### src/hdl/vec_pkg.sv
package vec_pkg;

    // Beam coordinate width, one per axis.
    localparam int COORD_W = 8;

    // Axis 0 is x, axis 1 is y.
    localparam int NUM_AXES = 2;

    // Picture ROM depth is 2**ADDR_W entries.
    localparam int ADDR_W = 6;

    // Entry layout from the top bit down: x, y, line flag, position flag.
    localparam int ENTRY_W        = 2 * COORD_W + 2;
    localparam int ENTRY_X_LSB    = ENTRY_W - COORD_W;
    localparam int ENTRY_Y_LSB    = 2;
    localparam int ENTRY_LINE_BIT = 1;
    localparam int ENTRY_POS_BIT  = 0;

    // Picture start addresses.
    localparam logic [ADDR_W-1:0] PIC_MAP_BASE   = 6'd0;
    localparam logic [ADDR_W-1:0] PIC_FRAME_BASE = 6'd42;

    localparam int NUM_PICS  = 2;
    localparam int PIC_SEL_W = $clog2(NUM_PICS);

endpackage

### src/hdl/vec_axis_interp.sv
`timescale 1ns/1ps

module vec_axis_interp
    import vec_pkg::*;
(
    input  logic               clk,
    input  logic               arst_n,
    input  logic               seg_start,
    input  logic [COORD_W-1:0] seg_target,
    input  logic [COORD_W-1:0] seg_steps,
    input  logic               seg_jump,
    output logic [COORD_W-1:0] coord,
    output logic               coord_valid,
    output logic               seg_last
);

    logic [COORD_W-1:0] mag;
    logic               neg;
    logic [COORD_W-1:0] mag_q;
    logic [COORD_W-1:0] n_q;
    logic               neg_q;
    logic [COORD_W-1:0] cnt;
    logic [COORD_W:0]   err;
    logic [COORD_W:0]   acc;
    logic [COORD_W-1:0] acc_n;
    logic               acc_neg;
    logic               carry;
    logic [COORD_W:0]   acc_next;
    logic [COORD_W-1:0] coord_step;

    assign neg = (seg_target < coord);
    assign mag = neg ? (coord - seg_target) : (seg_target - coord);

    // Error accumulator; seeded with N/2 for half-up rounding.
    always_comb begin
        if (seg_start) begin
            acc     = {1'b0, seg_steps >> 1} + {1'b0, mag};
            acc_n   = seg_steps;
            acc_neg = neg;
        end else begin
            acc     = err + {1'b0, mag_q};
            acc_n   = n_q;
            acc_neg = neg_q;
        end
    end

    // Distance never exceeds N, so one carry per step at most.
    assign carry      = (acc >= {1'b0, acc_n});
    assign acc_next   = carry ? (acc - {1'b0, acc_n}) : acc;
    assign coord_step = !carry ? coord : (acc_neg ? coord - 1'b1 : coord + 1'b1);

    always_ff @(posedge clk or negedge arst_n) begin
        if (!arst_n) begin
            coord       <= '0;
            coord_valid <= 1'b0;
            seg_last    <= 1'b0;
            cnt         <= '0;
        end else if (seg_start) begin
            coord_valid <= 1'b1;
            if (seg_jump || seg_steps == '0) begin
                coord    <= seg_target;
                cnt      <= '0;
                seg_last <= 1'b1;
            end else begin
                coord    <= coord_step;
                cnt      <= seg_steps - 1'b1;
                seg_last <= (seg_steps == 8'd1);
            end
        end else if (cnt != '0) begin
            coord       <= coord_step;
            cnt         <= cnt - 1'b1;
            coord_valid <= 1'b1;
            seg_last    <= (cnt == 8'd1);
        end else begin
            coord_valid <= 1'b0;
            seg_last    <= 1'b0;
        end
    end

    always_ff @(posedge clk) begin
        if (seg_start) begin
            n_q   <= seg_steps;
            mag_q <= mag;
            neg_q <= neg;
            err   <= acc_next;
        end else if (cnt != '0) begin
            err <= acc_next;
        end
    end

endmodule

### src/hdl/vec_beam_out.sv
`timescale 1ns/1ps

module vec_beam_out
    import vec_pkg::*;
(
    input  logic                             clk,
    input  logic                             arst_n,
    input  logic [NUM_AXES-1:0][COORD_W-1:0] coord,
    input  logic                             coord_valid,
    input  logic                             beam_en,
    input  logic                             pic_end,
    output logic                             point_valid,
    output logic [COORD_W-1:0]               point_x,
    output logic [COORD_W-1:0]               point_y,
    output logic                             beam_on,
    output logic                             frame_done
);

    // Point strobe and end strobe.
    always_ff @(posedge clk or negedge arst_n) begin
        if (!arst_n) begin
            point_valid <= 1'b0;
            frame_done  <= 1'b0;
        end else begin
            point_valid <= coord_valid;
            frame_done  <= pic_end;
        end
    end

    // Beam holds its last point between strobes.
    always_ff @(posedge clk or negedge arst_n) begin
        if (!arst_n) begin
            point_x <= '0;
            point_y <= '0;
            beam_on <= 1'b0;
        end else if (coord_valid) begin
            point_x <= coord[0];
            point_y <= coord[1];
            beam_on <= beam_en;
        end
    end

endmodule

### src/hdl/vec_display_top.sv
`timescale 1ns/1ps

module vec_display_top
    import vec_pkg::*;
(
    input  logic                 clk,
    input  logic                 arst_n,
    input  logic                 start,
    input  logic [PIC_SEL_W-1:0] pic_sel,
    output logic                 point_valid,
    output logic [COORD_W-1:0]   point_x,
    output logic [COORD_W-1:0]   point_y,
    output logic                 beam_on,
    output logic                 frame_done,
    output logic                 busy
);

    logic [ADDR_W-1:0]                rom_addr;
    logic [ENTRY_W-1:0]               rom_entry;
    logic                             seg_start;
    logic [NUM_AXES-1:0][COORD_W-1:0] seg_target;
    logic [COORD_W-1:0]               seg_steps;
    logic                             seg_jump;
    logic                             beam_en;
    logic                             pic_end;
    logic [NUM_AXES-1:0][COORD_W-1:0] coord;
    logic [NUM_AXES-1:0]              coord_valid;
    logic [NUM_AXES-1:0]              seg_last;

    vec_sequencer u_seq (
        .clk        (clk),
        .arst_n     (arst_n),
        .start      (start),
        .pic_sel    (pic_sel),
        .rom_entry  (rom_entry),
        .seg_last   (seg_last[0]),
        .rom_addr   (rom_addr),
        .seg_start  (seg_start),
        .seg_target (seg_target),
        .seg_steps  (seg_steps),
        .seg_jump   (seg_jump),
        .beam_en    (beam_en),
        .pic_end    (pic_end),
        .busy       (busy)
    );

    vec_rom u_rom (
        .rom_addr  (rom_addr),
        .rom_entry (rom_entry)
    );

    // Axes share the step count and run in lockstep.
    for (genvar i = 0; i < NUM_AXES; i++) begin : g_axis
        vec_axis_interp u_axis (
            .clk         (clk),
            .arst_n      (arst_n),
            .seg_start   (seg_start),
            .seg_target  (seg_target[i]),
            .seg_steps   (seg_steps),
            .seg_jump    (seg_jump),
            .coord       (coord[i]),
            .coord_valid (coord_valid[i]),
            .seg_last    (seg_last[i])
        );
    end

    vec_beam_out u_out (
        .clk         (clk),
        .arst_n      (arst_n),
        .coord       (coord),
        .coord_valid (coord_valid[0]),
        .beam_en     (beam_en),
        .pic_end     (pic_end),
        .point_valid (point_valid),
        .point_x     (point_x),
        .point_y     (point_y),
        .beam_on     (beam_on),
        .frame_done  (frame_done)
    );

endmodule

### src/hdl/vec_rom.sv
`timescale 1ns/1ps

module vec_rom
    import vec_pkg::*;
(
    input  logic [ADDR_W-1:0]  rom_addr,
    output logic [ENTRY_W-1:0] rom_entry
);

    // Each row is {x, y, line, pos}.
    always_comb begin
        unique case (rom_addr)
            // Map picture.
            6'd0:  rom_entry = {8'd150, 8'd255, 1'b0, 1'b1};
            6'd1:  rom_entry = {8'd142, 8'd227, 1'b1, 1'b0};
            6'd2:  rom_entry = {8'd131, 8'd225, 1'b1, 1'b0};
            6'd3:  rom_entry = {8'd132, 8'd245, 1'b1, 1'b0};
            6'd4:  rom_entry = {8'd111, 8'd209, 1'b1, 1'b0};
            6'd5:  rom_entry = {8'd120, 8'd197, 1'b1, 1'b0};
            6'd6:  rom_entry = {8'd101, 8'd187, 1'b1, 1'b0};
            6'd7:  rom_entry = {8'd104, 8'd175, 1'b1, 1'b0};
            6'd8:  rom_entry = {8'd108, 8'd132, 1'b1, 1'b0};
            6'd9:  rom_entry = {8'd82,  8'd87,  1'b1, 1'b0};
            6'd10: rom_entry = {8'd100, 8'd60,  1'b1, 1'b0};
            6'd11: rom_entry = {8'd97,  8'd39,  1'b1, 1'b0};
            6'd12: rom_entry = {8'd75,  8'd68,  1'b1, 1'b0};
            6'd13: rom_entry = {8'd43,  8'd71,  1'b1, 1'b0};
            6'd14: rom_entry = {8'd0,   8'd55,  1'b1, 1'b0};
            6'd15: rom_entry = {8'd0,   8'd218, 1'b0, 1'b1};
            6'd16: rom_entry = {8'd15,  8'd223, 1'b1, 1'b0};
            6'd17: rom_entry = {8'd59,  8'd204, 1'b1, 1'b0};
            6'd18: rom_entry = {8'd56,  8'd190, 1'b1, 1'b0};
            6'd19: rom_entry = {8'd85,  8'd205, 1'b1, 1'b0};
            6'd20: rom_entry = {8'd60,  8'd205, 1'b1, 1'b0};
            6'd21: rom_entry = {8'd44,  8'd169, 1'b1, 1'b0};
            6'd22: rom_entry = {8'd46,  8'd183, 1'b1, 1'b0};
            6'd23: rom_entry = {8'd31,  8'd195, 1'b1, 1'b0};
            6'd24: rom_entry = {8'd30,  8'd165, 1'b1, 1'b0};
            6'd25: rom_entry = {8'd20,  8'd159, 1'b1, 1'b0};
            6'd26: rom_entry = {8'd12,  8'd197, 1'b1, 1'b0};
            6'd27: rom_entry = {8'd21,  8'd206, 1'b1, 1'b0};
            6'd28: rom_entry = {8'd0,   8'd203, 1'b1, 1'b0};
            6'd29: rom_entry = {8'd78,  8'd13,  1'b0, 1'b1};
            6'd30: rom_entry = {8'd110, 8'd28,  1'b1, 1'b0};
            6'd31: rom_entry = {8'd152, 8'd23,  1'b1, 1'b0};
            6'd32: rom_entry = {8'd130, 8'd11,  1'b1, 1'b0};
            6'd33: rom_entry = {8'd107, 8'd16,  1'b1, 1'b0};
            6'd34: rom_entry = {8'd77,  8'd12,  1'b1, 1'b0};
            6'd35: rom_entry = {8'd158, 8'd10,  1'b0, 1'b1};
            6'd36: rom_entry = {8'd162, 8'd25,  1'b1, 1'b0};
            6'd37: rom_entry = {8'd183, 8'd32,  1'b1, 1'b0};
            6'd38: rom_entry = {8'd198, 8'd30,  1'b1, 1'b0};
            6'd39: rom_entry = {8'd177, 8'd9,   1'b1, 1'b0};
            6'd40: rom_entry = {8'd156, 8'd8,   1'b1, 1'b0};
            // Address 41 falls to the default and ends the map.

            // Frame picture, a full-screen rectangle.
            6'd42: rom_entry = {8'd0,   8'd255, 1'b0, 1'b1};
            6'd43: rom_entry = {8'd0,   8'd0,   1'b1, 1'b0};
            6'd44: rom_entry = {8'd255, 8'd0,   1'b1, 1'b0};
            6'd45: rom_entry = {8'd255, 8'd255, 1'b1, 1'b0};
            6'd46: rom_entry = {8'd0,   8'd255, 1'b1, 1'b0};
            6'd47: rom_entry = {8'd0,   8'd255, 1'b1, 1'b1};

            default: rom_entry = '0;
        endcase
    end

endmodule

### src/hdl/vec_sequencer.sv
`timescale 1ns/1ps

module vec_sequencer
    import vec_pkg::*;
(
    input  logic                               clk,
    input  logic                               arst_n,
    input  logic                               start,
    input  logic [PIC_SEL_W-1:0]               pic_sel,
    input  logic [ENTRY_W-1:0]                 rom_entry,
    input  logic                               seg_last,
    output logic [ADDR_W-1:0]                  rom_addr,
    output logic                               seg_start,
    output logic [NUM_AXES-1:0][COORD_W-1:0]   seg_target,
    output logic [COORD_W-1:0]                 seg_steps,
    output logic                               seg_jump,
    output logic                               beam_en,
    output logic                               pic_end,
    output logic                               busy
);

    typedef enum logic [1:0] {
        S_IDLE,
        S_FETCH,
        S_RUN,
        S_END
    } state_t;

    state_t                             state;
    logic [ADDR_W-1:0]                  addr;
    logic [NUM_AXES-1:0][COORD_W-1:0]   cur_pt;
    logic [NUM_AXES-1:0][COORD_W-1:0]   ent_pt;
    logic [NUM_AXES-1:0][COORD_W-1:0]   delta;
    logic [COORD_W-1:0]                 steps;
    logic                               ent_line;
    logic                               ent_pos;
    logic                               is_move;
    logic                               is_end;
    logic                               line_q;

    // Entry fields.
    assign ent_pt[0] = rom_entry[ENTRY_X_LSB +: COORD_W];
    assign ent_pt[1] = rom_entry[ENTRY_Y_LSB +: COORD_W];
    assign ent_line  = rom_entry[ENTRY_LINE_BIT];
    assign ent_pos   = rom_entry[ENTRY_POS_BIT];

    // Equal flags, including the all-zero entry, end the picture.
    assign is_move = ent_pos & ~ent_line;
    assign is_end  = ~(ent_pos ^ ent_line);

    // Segment length is the largest axis distance.
    always_comb begin
        steps = '0;
        for (int a = 0; a < NUM_AXES; a++) begin
            if (ent_pt[a] >= cur_pt[a]) begin
                delta[a] = ent_pt[a] - cur_pt[a];
            end else begin
                delta[a] = cur_pt[a] - ent_pt[a];
            end
            if (delta[a] > steps) begin
                steps = delta[a];
            end
        end
    end

    always_ff @(posedge clk or negedge arst_n) begin
        if (!arst_n) begin
            state  <= S_IDLE;
            addr   <= '0;
            cur_pt <= '0;
            line_q <= 1'b0;
        end else begin
            case (state)
                S_IDLE: begin
                    if (start) begin
                        addr  <= (pic_sel != '0) ? PIC_FRAME_BASE : PIC_MAP_BASE;
                        state <= S_FETCH;
                    end
                end
                S_FETCH: begin
                    if (is_end) begin
                        state <= S_END;
                    end else begin
                        // Beam ends the segment on the entry point.
                        cur_pt <= ent_pt;
                        line_q <= ent_line;
                        state  <= S_RUN;
                    end
                end
                S_RUN: begin
                    if (seg_last) begin
                        addr  <= addr + 1'b1;
                        state <= S_FETCH;
                    end
                end
                default: begin
                    state <= S_IDLE;
                end
            endcase
        end
    end

    assign rom_addr   = addr;
    assign seg_start  = (state == S_FETCH) && !is_end;
    assign pic_end    = (state == S_FETCH) && is_end;
    assign seg_target = ent_pt;
    assign seg_steps  = steps;
    assign seg_jump   = is_move;
    assign beam_en    = line_q;
    assign busy       = (state != S_IDLE);

endmodule

### config.mk
export PLATFORM = sky130hd
export DESIGN_NAME = vec_display_top
export DESIGN_NICKNAME = d
export VERILOG_FILES = /design/src/hdl/vec_pkg.sv /design/src/hdl/vec_axis_interp.sv /design/src/hdl/vec_beam_out.sv /design/src/hdl/vec_display_top.sv /design/src/hdl/vec_rom.sv /design/src/hdl/vec_sequencer.sv
export SDC_FILE = /design/constraint.sdc
export NUM_CORES = 1
export LEC_CHECK = 0
export BUFFER_PORTS_ARGS = -buffer_cell sky130_fd_sc_hd__buf_2
export CAP_MARGIN = 10
export CORE_MARGIN = 5
export CORE_UTILIZATION = 30
export DETAILED_ROUTE_END_ITERATION = 10
export GPL_ROUTABILITY_DRIVEN = 1
export SLEW_MARGIN = 15
export SYNTH_ARGS = -nofsm -noshare
export SYNTH_HDL_FRONTEND = slang
export SYNTH_HIERARCHICAL = 1
export SYNTH_SLANG_ARGS = --single-unit
### constraint.sdc
create_clock -name clk -period 12.55 [get_ports clk]
set_clock_uncertainty 0.15 [all_clocks]
set_input_delay 0.6275 -clock clk [delete_from_list [all_inputs] [get_ports clk]]
set_output_delay 0.6275 -clock clk [all_outputs]
set_load 0.01 [all_outputs]
==> impl_metrics.json <==
{
  "antenna_found_initial": 1,
  "layout_commonest_cell": "ha_1",
  "row_count": 75,
  "required_ns": 12.70,
  "clock-sinks": 130,
  "wl_per_cell_um": 16.2,
  "final-setup-viol-count": 0,
  "diodes": 0,
  "dp_hpwl_um": 23600,
  "start_kind": "flip-flop",
  "place.gp.congestion": 0.889,
  "tns_ns": 0,
  "nFillCells": 4273,
  "worst_slew_pin_slew_ns": 1.06,
  "path_max_fanout": 19,
  "grt_pass1_vias": 10100,
  "clock_latency_ns": 0.43,
  "grt_use_total_pct": 13.6,
  "dieHeight_um": 216,
  "drive_gt1_share_pct": 11.0,
  "slew_headroom_pct": 29.1,
  "drv_slew": 0,
  "area_growth_syn_to_layout_pct": 8.16,
  "post-route-period-util_pct": 87.9,
  "cts_hold_buf": 0,
  "routed_wl_um": 31900,
  "post_cts_resized": 0,
  "final_cell_mix": "147 x ha_1, 132 x inv_1, 104 x a21oi_1",
  "cts_tree": "done",
  "post_cts_buffers": 0,
  "num_io_pins": 24,
  "period_needed_ns": 11.03,
  "crit_arrival_ns": 11.18,
  "hold_path.class": "input port to async pin",
  "drv_cap": 0,
  "die_area_um2": 46600,
  "synthCells": 1434,
  "synth.avg_cell_area_um2": 8.88,
  "stdcell_area_um2": 13800,
  "dr.pass1.iters": 6,
  "status": "completed",
  "synth_area_um2": 12700,
  "critPathKind": "flip-flop to flip-flop",
  "dp_slack_ns": 1.74,
  "worst_setup_path_end_kind": "flip-flop",
  "cpPeakStageDelay_ns": 0.76,
  "crit_top_cell": "ha_1",
  "hold_viol_final": 0,
  "die_x_um": 216,
  "place_area_um2": 13200,
  "fmax_mhz": 90.7,
  "viasPerCell": 5.24,
  "num_vias": 10300,
  "yosysWarnings": 6,
  "syn_nets": 1601,
  "grt_pass1_wl_um": 52500,
  "drt_iter0_drc": 1014,
  "start_util_pct": 30.3,
  "layout.nets": 1581,
  "crit_path_top_delay_cell": "dfrtp_1",
  "fp.coreArea_um2": 41900,
  "clock-root-buffer": "clkbuf_16",
  "grt_max_degree": 54,
  "clkTransAtPathRegs_ns": 0.07,
  "drtAntennaViolNets": 0,
  "grt_setup_unrepaired": "no",
  "gr-total-overflow": 0,
  "setup_ws_ns": 1.52,
  "portBuffers": 23,
  "htree_levels": 4,
  "cts_made_buffers": 17,
  "route.detailed.drc": 0,
  "cts_buffer_depth": 2,
  "fin_util_pct": 32.8
}
path summary, 6_finish.rpt:
kind	from	endpoint	slack, ns	cells past startpoint
max	u_seq/rom_addr[1]	g_axis[0].u_axis/coord[5]	1.52	38
min	arst_n	u_out/point_x[4]	0.03	1
max reg2reg	u_seq/rom_addr[1]	g_axis[0].u_axis/coord[5]	1.52	38
min reg2reg	g_axis[1].u_axis/n_q[4]	g_axis[1].u_axis/n_q[4]	0.33	2
max in group asynchronous	arst_n	g_axis[1].u_axis/coord[2]	11.22	2
min in group clk	start	u_seq/rom_addr[4]	0.28	2
cell type report:
cell class                      instances  area, um2  share of cell area, %
Inverter                              132        495                   3.60
Clock inverter                         15        183                   1.33
Clock buffer                           17        425                   3.09
Sequential cell                       130       3330                   24.2
Multi-Input combinational cell       1090       8390                   60.9
Tap cell                              539        674                   4.90
Timing Repair Buffer                   43        268                   1.95
metrics by stage:
stage               hold slack [ns]  cells
floorplan                     0.182   1434
global placement              0.309   1934
detailed placement            0.308   1934
CTS                          0.0366   1966
global route                 0.0645   1966
finish                       0.0256   1966
flip-flops by register name, indices dropped and copies added, names as in the netlist, 2 cells and up:
name                 cells
g_axis.u_axis/cnt       16
g_axis.u_axis/coord     16
g_axis.u_axis/err       18
g_axis.u_axis/mag_q     16
g_axis.u_axis/n_q       16
g_axis.u_axis/neg_q      2
u_out/point_x            8
u_out/point_y            8
u_seq/cur_pt            16
u_seq/rom_addr           6
u_seq/state              2
worst max-delay path: cells and delay by family (launching register included):
family	cells	cell delay (ns)
compound gates	13	4.25
xor+xnor	2	0.41
fa+ha+maj	6	2.17
buf+inv	4	0.51
flops	1	0.76
mux	1	0.29
simple gates	12	2.34
metal layers:
metal / part of all wire (%) / GRT usage (%) / up-vias
met4: 2.1 / 4.07 / 0
met3: 3.9 / 2.17 / 45
met5: 0 / 0 / -
li1: - / - / 5066
met2: 47 / 22.8 / 232
met1: 47 / 18.1 / 4966
Power is left out: the tool's default activity adds up to more than one toggle a clock period on the data nets, which glitch-free logic cannot reach.
